<file path="src/design/ipd_cfg.svh">
// Configuration macros: queue count, stream widths, delay field, register map and control bits
`ifndef IPD_CFG_SVH
`define IPD_CFG_SVH

`define IPD_NUM_QUEUES 4

`define IPD_DATA_W  64
`define IPD_TUSER_W 32
`define IPD_TS_POS  0
`define IPD_TS_W    16

`define IPD_REG_W  32
`define IPD_ADDR_W 4

`define IPD_CTRL_SW_RST  0
`define IPD_CTRL_EN      1
`define IPD_CTRL_USE_REG 2

`endif

</file>
<file path="src/design/ipd_pkg.sv">
// Package with the stream beat, queue control and register bus struct types
`include "ipd_cfg.svh"

package ipd_pkg;

  // One stream beat, tstrb is not carried
  typedef struct packed {
    logic [`IPD_DATA_W-1:0]  data;
    logic [`IPD_TUSER_W-1:0] tuser;
    logic                    last;
  } axis_beat_t;

  // Per-queue control, decoded from the register pair
  typedef struct packed {
    logic                  sw_rst;
    logic                  en;
    logic                  use_reg;
    logic [`IPD_REG_W-1:0] delay;
  } queue_ctrl_t;

  // Simple register access strobes
  typedef struct packed {
    logic                   wr;
    logic                   rd;
    logic [`IPD_ADDR_W-1:0] addr;
    logic [`IPD_REG_W-1:0]  wdata;
  } reg_bus_t;

endpackage

</file>
<file path="src/design/ipd_ctrl.sv">
// Register file with per-queue control and delay registers, read-back and control unpacking
`timescale 1ns/1ns
`include "ipd_cfg.svh"

module ipd_ctrl (
  input  logic                    axi_aclk,
  input  logic                    reset,
  input  ipd_pkg::reg_bus_t       reg_bus,
  output logic [`IPD_REG_W-1:0]   rdata,
  output logic                    rvalid,
  output ipd_pkg::queue_ctrl_t    ctrl [`IPD_NUM_QUEUES]
);

  // Two registers per queue: control at 2q, delay at 2q+1
  localparam int NUM_REGS = 2 * `IPD_NUM_QUEUES;
  localparam int IDX_W    = (NUM_REGS > 1) ? $clog2(NUM_REGS) : 1;

  logic [`IPD_REG_W-1:0] regs [NUM_REGS];
  logic [IDX_W-1:0]      idx;
  logic                  in_map;

  // Address decode shared by writes and reads
  assign idx    = reg_bus.addr[IDX_W-1:0];
  assign in_map = (int'(reg_bus.addr) < NUM_REGS);

  // Writes land on the edge where wr is high
  always_ff @(posedge axi_aclk) begin
    if (reset) begin
      for (int r = 0; r < NUM_REGS; r++) begin
        regs[r] <= '0;
      end
    end else if (reg_bus.wr && in_map) begin
      regs[idx] <= reg_bus.wdata;
    end
  end

  // Read data, addresses past the map give zero
  always_ff @(posedge axi_aclk) begin
    if (reg_bus.rd) begin
      if (in_map) begin
        rdata <= regs[idx];
      end else begin
        rdata <= '0;
      end
    end
  end

  // One-cycle pulse, one edge after rd
  always_ff @(posedge axi_aclk) begin
    if (reset) begin
      rvalid <= 1'b0;
    end else begin
      rvalid <= reg_bus.rd;
    end
  end

  // Unpack each register pair into the queue's control struct
  genvar q;
  generate
    for (q = 0; q < `IPD_NUM_QUEUES; q++) begin : g_unpack
      assign ctrl[q].sw_rst  = regs[2*q][`IPD_CTRL_SW_RST];
      assign ctrl[q].en      = regs[2*q][`IPD_CTRL_EN];
      assign ctrl[q].use_reg = regs[2*q][`IPD_CTRL_USE_REG];
      assign ctrl[q].delay   = regs[2*q+1];
    end
  endgenerate

endmodule

</file>
<file path="src/design/ipd_gap_timer.sv">
// Gap timer: loadable down-counter that keeps a queue idle for a set number of cycles
`timescale 1ns/1ns
`include "ipd_cfg.svh"

module ipd_gap_timer (
  input  logic                  axi_aclk,
  input  logic                  reset,
  input  logic                  clear,
  input  logic                  start,
  input  logic [`IPD_REG_W-1:0] load_count,
  output logic                  busy
);

  // Remaining idle cycles
  logic [`IPD_REG_W-1:0] count;

  // Clear wins over start, start wins over the count-down.
  // Loading zero leaves the timer idle, so a zero delay adds no gap
  always_ff @(posedge axi_aclk) begin
    if (reset) begin
      count <= '0;
    end else if (clear) begin
      count <= '0;
    end else if (start) begin
      count <= load_count;
    end else if (count != '0) begin
      count <= count - 1'b1;
    end
  end

  // Busy for exactly load_count cycles after the start edge
  assign busy = (count != '0);

endmodule

</file>
<file path="src/design/ipd_queue.sv">
// Queue datapath: pass-through stream gated by the gap timer, with delay source select
`timescale 1ns/1ns
`include "ipd_cfg.svh"

module ipd_queue (
  input  logic                 axi_aclk,
  input  logic                 reset,
  input  ipd_pkg::queue_ctrl_t ctrl,
  input  ipd_pkg::axis_beat_t  in_beat,
  input  logic                 in_valid,
  output logic                 in_ready,
  output ipd_pkg::axis_beat_t  out_beat,
  output logic                 out_valid,
  input  logic                 out_ready
);

  logic                  busy;
  logic                  last_xfer;
  logic [`IPD_TS_W-1:0]  ts_delay;
  logic [`IPD_REG_W-1:0] gap_len;

  // Zero-latency path, the beat itself is never held
  assign out_beat = in_beat;

  // Handshake closed in both directions during a gap
  assign out_valid = in_valid & ~busy;
  assign in_ready  = out_ready & ~busy;

  // Last beat accepted on an enabled queue starts a gap
  assign last_xfer = in_valid & in_ready & in_beat.last & ctrl.en;

  // Delay field of the last beat, widened to register size
  assign ts_delay = in_beat.tuser[`IPD_TS_POS +: `IPD_TS_W];

  always_comb begin
    if (ctrl.use_reg) begin
      gap_len = ctrl.delay;
    end else begin
      gap_len = {{(`IPD_REG_W - `IPD_TS_W){1'b0}}, ts_delay};
    end
  end

  // sw_rst ends any running gap and holds the timer idle
  ipd_gap_timer u_gap_timer (
    .axi_aclk   (axi_aclk),
    .reset      (reset),
    .clear      (ctrl.sw_rst),
    .start      (last_xfer),
    .load_count (gap_len),
    .busy       (busy)
  );

endmodule

</file>
<file path="src/design/ipd_top.sv">
// Top level with the register block and one gap-controlled datapath per queue
`timescale 1ns/1ns
`include "ipd_cfg.svh"

module ipd_top (
  input  logic                  axi_aclk,
  input  logic                  reset,

  // Register port
  input  ipd_pkg::reg_bus_t     reg_bus,
  output logic [`IPD_REG_W-1:0] rdata,
  output logic                  rvalid,

  // Input streams
  input  ipd_pkg::axis_beat_t   in_beat   [`IPD_NUM_QUEUES],
  input  logic                  in_valid  [`IPD_NUM_QUEUES],
  output logic                  in_ready  [`IPD_NUM_QUEUES],

  // Output streams
  output ipd_pkg::axis_beat_t   out_beat  [`IPD_NUM_QUEUES],
  output logic                  out_valid [`IPD_NUM_QUEUES],
  input  logic                  out_ready [`IPD_NUM_QUEUES]
);
  import ipd_pkg::*;

  queue_ctrl_t ctrl [`IPD_NUM_QUEUES];

  ipd_ctrl u_ctrl (
    .axi_aclk (axi_aclk),
    .reset    (reset),
    .reg_bus  (reg_bus),
    .rdata    (rdata),
    .rvalid   (rvalid),
    .ctrl     (ctrl)
  );

  // One datapath per queue with its own control struct
  genvar q;
  generate
    for (q = 0; q < `IPD_NUM_QUEUES; q++) begin : g_queue
      ipd_queue u_queue (
        .axi_aclk  (axi_aclk),
        .reset     (reset),
        .ctrl      (ctrl[q]),
        .in_beat   (in_beat[q]),
        .in_valid  (in_valid[q]),
        .in_ready  (in_ready[q]),
        .out_beat  (out_beat[q]),
        .out_valid (out_valid[q]),
        .out_ready (out_ready[q])
      );
    end
  endgenerate

endmodule

</file>
<file path="config.mk">
export PLATFORM = sky130hd
export DESIGN_NAME = ipd_top
export DESIGN_NICKNAME = d
export VERILOG_FILES = /design/src/design/ipd_pkg.sv /design/src/design/ipd_ctrl.sv /design/src/design/ipd_gap_timer.sv /design/src/design/ipd_queue.sv /design/src/design/ipd_top.sv
export VERILOG_INCLUDE_DIRS = /design/src /design/src/design
export SDC_FILE = /design/constraint.sdc
export NUM_CORES = 1
export LEC_CHECK = 0
export ABC_AREA = 0
export BUFFER_PORTS_ARGS = -buffer_cell sky130_fd_sc_hd__buf_2
export CAP_MARGIN = 0
export CORE_AREA = 2 2 337 339
export DETAILED_ROUTE_END_ITERATION = 8
export DIE_AREA = 0 0 339 341
export PLACE_DENSITY = 0.49
export SLEW_MARGIN = 10
export SYNTH_ARGS = -nofsm -noshare
export SYNTH_HDL_FRONTEND = slang
export SYNTH_SLANG_ARGS = --single-unit
</file>
<file path="constraint.sdc">
create_clock -name axi_aclk -period 7.6 [get_ports axi_aclk]
set_input_delay 0.76 -clock axi_aclk [delete_from_list [all_inputs] [get_ports axi_aclk]]
set_output_delay 0.76 -clock axi_aclk [all_outputs]
set_load 0.02 [all_outputs]
</file>
==> out/metrics.cfg, run 1 <==
[floorplanning]
ios=865
core_area_mm2=0.1119
rows=123
start_util_pct=20.81
die_width_um=339
dieArea_mm2=0.1156
die-height_um=341

[power_and_ir_drop]
clkPwrFrac_pct=22.5
pwr-share-comb_pct=45.1
powerDensity_mw_per_mm2=406.6
p_leak_nw=8.889
pwr-share-seq_pct=32.4
power_mw=10.00
p_sw_mw=4.155
ir_worst_vdd_v=0.0002728
p_sw_share_pct=41.54
p_int_mw=5.847

[sta]
period_share_pct=53.96
worst_pin_slew_ns=1.116
skew_ns=0.02843
rsz0062_at_grt=no
slew_violations=0
period_minus_slack_ns=4.101
setup_viol=0
tns_ns=0
hold_viol_final=0
relSlewSlack_pct=25.01
fmax_mhz=243.8

[routing]
via_per_inst=4.327
ant_nets=0
wl_per_cell_um=24.23
routed_wl_um=83870
route.detailed.drc=0
firstDrtPassIters=5
initialDrtViolationCount=1203
vias=14976

[status]
status=finished clean

[logic_synthesis]
postSynthAreaPerCell_um2=10.97
synth.net_count=2562
synth-xor-area-share_pct=2.783
syn_area_mm2=0.02329
yosys.area_share.simple_pct=17.97
synthArstFlopShare_pct=0
ys_seq_area_share_pct=48.23
synthDistinctLibCells=65
synth_ff_type=edfxtp_1
synth_warnings=0
synth_edf_count=288
synth_fa_ha_area_share_pct=0.2149
synth_mux_area_share_pct=10.57
syn_inst=2122
synth-seq-cells=417
synth_top_family_by_area=simple AND/OR/NAND/NOR gates
synth_compound_area_share_pct=5.572

[job]
maxCapViolCount=0

[global_routing]
antenna_found_initial=21
gr-usage-all-layers_pct=13.89
grt_max_degree=45
grt_first_pass_wirelength_um=115100
grt_pass1_vias=14659
overflow=0

[finish]
finalCoreUtilization_pct=21.98
drive_above_1_share_pct=22.43
areaGrowthSynthToFinish_pct=5.625
postLayoutCellArea_mm2=0.02460
fin_nets=2364

[cts]
cts_buffers=44
cts.repair.resized=0
clk_pin_slew_worst_paths_ns=0.06
postCtsHoldBufs=0
cts_sinks=417
clockBufferDepth=3
cts_tree=yes
insertion_delay_ns=0.60
cts_max_level=2
cts_root_buffer=clkbuf_16
post_cts_buffers=0

[setup_path]
crit_fanout=8
critPathKind=register to primary output
end_kind=primary output
worstSetupStartpointType=register
worstPathArrival_ns=3.34
cp_slowest_cell=nor4_1
slowest_delay_ns=0.75
path_cells=or4_4, or4b_1, nor4_1, and2_1, buf_2
cp.required_ns=6.84

[placement]
dp_hpwl_um=63660
numPortBuffers=224
finalWeightedCongestion=0.8111
dpl_cell_area_mm2=0.02313

[worst_hold_path]
hold_path.class=register to register

## cell usage in the layout, fill, tap and decap left out, types with 29 or more instances in the layout
cell,netlist,layout
nand3_1,46,46
nor2_1,124,119
dfxtp_1,129,129
edfxtp_1,288,288
and2_1,266,266
mux2i_1,76,76
a21oi_1,88,88
nand2_1,73,73
nor3_1,76,74
xnor2_1,39,39
a211oi_1,41,41
nor4_1,42,42
clkbuf_16,0,45
xor2_1,35,35
mux4_2,64,64
o21ai_0,29,29
buf_2,5,222
## sequential cells by signal (all words and copies together), names as in the netlist
| name | count |
|---|---|
| u_ctrl.rdata | 32 |
| g_queue.u_queue.u_gap_timer.count | 128 |
| u_ctrl.regs | 256 |
| u_ctrl.rvalid | 1 |
## routing by layer
metal	vias to the layer above	global-route usage (%)	part of all wire (%)
met2	647	22.36	46
met5	-	1.471	0.39
met4	18	4.519	3.2
met1	7333	16.89	41
met3	165	5.342	9.4
li1	6813	-	-
## cells in the mapped netlist (35+ instances only)
| master | count | area (um2) |
|---|---|---|
| buf_4 | 397 | 2980 |
| edfxtp_1 | 288 | 8648 |
| and2_1 | 266 | 1664 |
| dfxtp_1 | 129 | 2582 |
| nor2_1 | 124 | 465.5 |
| a21oi_1 | 88 | 440.4 |
| mux2i_1 | 76 | 760.7 |
| nor3_1 | 76 | 380.4 |
| clkbuf_1 | 74 | 277.8 |
| nand2_1 | 73 | 274.0 |
| mux4_2 | 64 | 1441 |
| nand3_1 | 46 | 230.2 |
| nor4_1 | 42 | 262.8 |
| a211oi_1 | 41 | 307.8 |
| xnor2_1 | 39 | 341.6 |
| xor2_1 | 35 | 306.5 |
## power by group through the flow
| stage | clock (mW) | sequential, mW | combinational (mW) |
|---|---|---|---|
| after floorplan | 0 | 3.13 | 3.72 |
| after global placement | 0 | 3.28 | 4.46 |
| after detailed placement | 0 | 3.28 | 4.47 |
| after CTS | 2.29 | 3.23 | 4.50 |
| after global routing | 2.37 | 3.29 | 5.03 |
| final | 2.25 | 3.24 | 4.52 |
## layout make-up
type / instances / area [um2]
timing repair buffer: 247 / 1299
multi-input combinational: 1198 / 8665
sequential: 417 / 11230
tap: 1500 / 1877
clock inverter: 30 / 315.3
fill: 12043 / 87290
antenna: 4 / 10.01
inverter: 16 / 60.06
clock buffer: 49 / 1141
## worst max-delay path: cells and delay by family, from the launching register on
| family | cells | cell delay [ns] |
|---|---|---|
| buffers and inverters | 1 | 0.23 |
| flip-flops | 1 | 0.35 |
| AND/OR/NAND/NOR | 4 | 2.19 |
## cells by family after synthesis
family	after synthesis
buf+inv	507
fa+ha+maj	4
xor+xnor	74
simple gates	749
mux	163
flops	417
compound gates	208
## final timing paths
| path | from | end | slack [ns] | cells after the start |
|---|---|---|---|---|
| setup / recovery | g_queue[0].u_queue.u_gap_timer.count[24] | out_valid[3] | 3.50 | 5 |
| hold reg to reg | g_queue[2].u_queue.u_gap_timer.count[12] | g_queue[2].u_queue.u_gap_timer.count[12] | 0.50 | 2 |
| setup reg to reg | g_queue[1].u_queue.u_gap_timer.count[8] | g_queue[1].u_queue.u_gap_timer.count[28] | 4.03 | 5 |
| hold / removal | g_queue[2].u_queue.u_gap_timer.count[12] | g_queue[2].u_queue.u_gap_timer.count[12] | 0.50 | 2 |
## metrics by stage
step	hold slack (ns)	setup slack (ns)	instances
after floorplan	0.4364	4.502	2122
after global placement	0.4757	3.892	3378
after detailed placement	0.4864	3.886	3378
after CTS	0.4963	3.362	3457
after global routing	0.5252	3.308	3457
final	0.5043	3.499	3461
Power figures use the tool's default switching activity.
==> run 2: changes to the inputs <==
--- a/config.mk
+++ b/config.mk
@@ -6,13 +6,13 @@
 export SDC_FILE = /design/constraint.sdc
 export NUM_CORES = 1
 export LEC_CHECK = 0
-export ABC_AREA = 0
+export ABC_AREA = 1
 export BUFFER_PORTS_ARGS = -buffer_cell sky130_fd_sc_hd__buf_2
 export CAP_MARGIN = 0
-export CORE_AREA = 2 2 337 339
+export CORE_AREA = 2 2 332 334
 export DETAILED_ROUTE_END_ITERATION = 8
-export DIE_AREA = 0 0 339 341
-export PLACE_DENSITY = 0.49
+export DIE_AREA = 0 0 334 336
+export PLACE_DENSITY = 0.53
 export SLEW_MARGIN = 10
 export SYNTH_ARGS = -nofsm -noshare
 export SYNTH_HDL_FRONTEND = slang
==> constraint.sdc (replaced) <==
create_clock -name axi_aclk -period 3.6 [get_ports axi_aclk]
set_input_delay 0.36 -clock axi_aclk [delete_from_list [all_inputs] [get_ports axi_aclk]]
set_output_delay 0.36 -clock axi_aclk [all_outputs]
set_load 0.02 [all_outputs]
==> run 2 against run 1 <==
- sequential power up 98%
- synthesized cell count up 42%
- setup slack worse by 2.9 ns
- synthesized area up 5.1%
- cell count up 24%
- critical endpoint is now in_ready[2]
- largest cell class unchanged
- largest power group unchanged
==> out/metrics.cfg, run 2 <==
[status]
status=finished clean

[sta]
worst_pin_slew_ns=0.9852  ; -0.1304 ns
period_share_pct=84.73
rsz0062_at_grt=no
hold_viol_final=0  ; unchanged
timing.hold.ws_ns=0.1274  ; -0.3769 ns
relSlewSlack_pct=34.32  ; +9.3 points
fmax_mhz=327.8
tns_ns=0  ; unchanged
setup_viol=0  ; unchanged
slew_violations=0  ; unchanged
period_minus_slack_ns=3.050
skew_ns=0.03656  ; +0.008139 ns

[cts]
clk_pin_slew_worst_paths_ns=0.06  ; about the same
cts_sinks=417  ; unchanged
cts_buffers=49  ; +11%
cts_max_level=2  ; unchanged
postCtsHoldBufs=0  ; unchanged
cts.repair.resized=0  ; unchanged
post_cts_buffers=0  ; unchanged
cts_tree=yes
insertion_delay_ns=0.61  ; about the same
cts_root_buffer=clkbuf_16
clockBufferDepth=3  ; unchanged

[global_routing]
gr-usage-all-layers_pct=17.39  ; +3.5 points
grt_max_degree=103  ; +130%
grt_pass1_vias=18420  ; +26%
overflow=0  ; unchanged
grt_first_pass_wirelength_um=140100  ; +22%
antenna_found_initial=14  ; -33%

[routing]
wl_per_cell_um=23.77  ; -1.9%
firstDrtPassIters=7  ; +2
vias=19722  ; +32%
initialDrtViolationCount=2028  ; +69%
via_per_inst=4.610  ; +6.5%
ant_nets=0  ; unchanged
route.detailed.drc=0  ; unchanged
routed_wl_um=101700  ; +21%

[logic_synthesis]
ys_seq_area_share_pct=45.90  ; -2.3 points
synth.net_count=3454  ; +35%
syn_area_mm2=0.02447  ; +5.1%
yosysMostFrequentCell=nand2_1
synth_area_leaders=edfxtp_1, buf_4, dfxtp_1
syn_inst=3014  ; +42%
synth-seq-cells=417  ; unchanged
synth_common_cells=nand2_1, nor2_1, buf_4
synth_top_cell_by_area=edfxtp_1
synthDistinctLibCells=46  ; -29%
synth_ff_type=edfxtp_1
synth_edf_count=288  ; unchanged
synth_top_area_share_pct=35.34  ; -1.8 points
synth_warnings=0  ; unchanged
synthArstFlopShare_pct=0  ; unchanged
postSynthAreaPerCell_um2=8.119  ; -26%

[floorplanning]
rows=121  ; -1.6%
die-height_um=336  ; -1.5%
die_width_um=334  ; -1.5%
start_util_pct=22.57  ; +1.8 points
ios=865  ; unchanged
core_area_mm2=0.1084  ; -3.1%
dieArea_mm2=0.1122  ; -2.9%

[power_and_ir_drop]
ir_worst_vdd_v=0.0004117  ; +51%
power_mw=22.08  ; +120%
p_leak_nw=10.76  ; +21%
powerDensity_mw_per_mm2=853.9  ; +110%

[finish]
layout_commonest_cell=nand2_1
reg_top3=u_ctrl.regs (256), g_queue.u_queue.u_gap_timer.count (128), u_ctrl.rdata (32)
n_fill_cell=11963  ; -0.66%
largest_reg_flops=256  ; unchanged
drive_above_1_share_pct=14.29  ; -8.1 points
areaGrowthSynthToFinish_pct=5.655  ; about the same
finalCoreUtilization_pct=23.85  ; +1.9 points
fin_nets=3261  ; +38%
top_register=u_ctrl.regs
final_cell_mix=nand2_1, nor2_1, edfxtp_1, buf_2, inv_1

[placement]
finalWeightedCongestion=0.9084  ; +12%
numPortBuffers=224  ; unchanged
dp_hpwl_um=77990  ; +23%

[setup_path]
cp.required_ns=3.24  ; -3.60 ns
critPathKind=register to primary output
cp_slowest_cell=nand2_1
worstPathArrival_ns=2.69  ; -0.65 ns
end_kind=primary output
path_cells=inv_1, ha_1, inv_1, nor2_2, nand2_1, nor2_1, nand2_1, nor2_1, buf_2
crit_fanout=11  ; +3
worstSetupStartpointType=register
slowest_delay_ns=0.35  ; -0.40 ns

[worst_hold_path]
hold_path.class=primary input to register

[job]
maxCapViolCount=0  ; unchanged

==> run 2: final timing paths <==
kind | from | to | slack [ns] | cells after the start
max | g_queue[1].u_queue.u_gap_timer.count[0] | in_ready[2] | 0.55 | 9
min | in_beat[10] | g_queue[3].u_queue.u_gap_timer.count[9] | 0.13 | 5
max reg2reg | g_queue[0].u_queue.u_gap_timer.count[0] | g_queue[0].u_queue.u_gap_timer.count[22] | 0.86 | 13
min reg2reg | g_queue[1].u_queue.u_gap_timer.count[1] | g_queue[1].u_queue.u_gap_timer.count[1] | 0.47 | 2
==> run 2: power breakdown <==
group	switching, mW	leakage [nW]	internal [mW]
Sequential	0.580	3.82	5.85
Combinational	7.03	6.17	3.68
Clock	2.12	0.764	2.82
Total	9.73	10.8	12.3
==> run 2: layer usage <==
layer,share of wire [%],vias to the layer above,wire [um],GRT usage [%]
li1,-,9063,-,-
met1,43,9269,43530,23.41
met2,41,1183,41680,24.71
met3,13,197,13250,7.503
met4,2.8,10,2887,5.329
met5,0.32,-,329,2.255
==> run 2: worst max-delay path, delay by kind of cell (launching register included) <==
family                     cells  cell delay, ns
DFF                            1            0.31
adders and majority gates      1            0.21
and+or+nand+nor                5            1.18
buffers and inverters          3            0.39
==> run 2: area by class of cell <==
| class | instances | area (um2) | area share [%] |
|---|---|---|---|
| multi-input cells | 1875 | 8971 | 34.70 |
| inverters | 210 | 798.3 | 3.088 |
| clock inverters | 26 | 241.5 | 0.9340 |
| clock buffers | 66 | 1330 | 5.144 |
| well taps | 1414 | 1769 | 6.843 |
| flip-flops and latches | 417 | 11230 | 43.44 |
| diodes | 2 | 5.005 | 0.01936 |
| repair buffers | 268 | 1508 | 5.832 |
==> run 2: logic make-up after synthesis <==
group | Yosys count | synth area share, %
buffers and inverters | 722 | 17.47
xor gates and xnor gates | 80 | 2.863
DFF | 417 | 45.90
and+or+nand+nor | 1408 | 23.59
muxes | 2 | 0.08182
adders and majority gates | 4 | 0.2045
AOI/OAI and AO/OA | 381 | 9.889
==> run 2: metrics by stage <==
step           cell area, um2  worst slack [ns]  cells
2_1_floorplan           24470             1.194   3014
3_3_place_gp            24280            0.8893   4184
3_5_place_dp            24280            0.9422   4184
4_1_cts                 25850            0.4310   4276
5_1_grt                 25850            0.2727   4276
6_report                25850            0.5496   4278
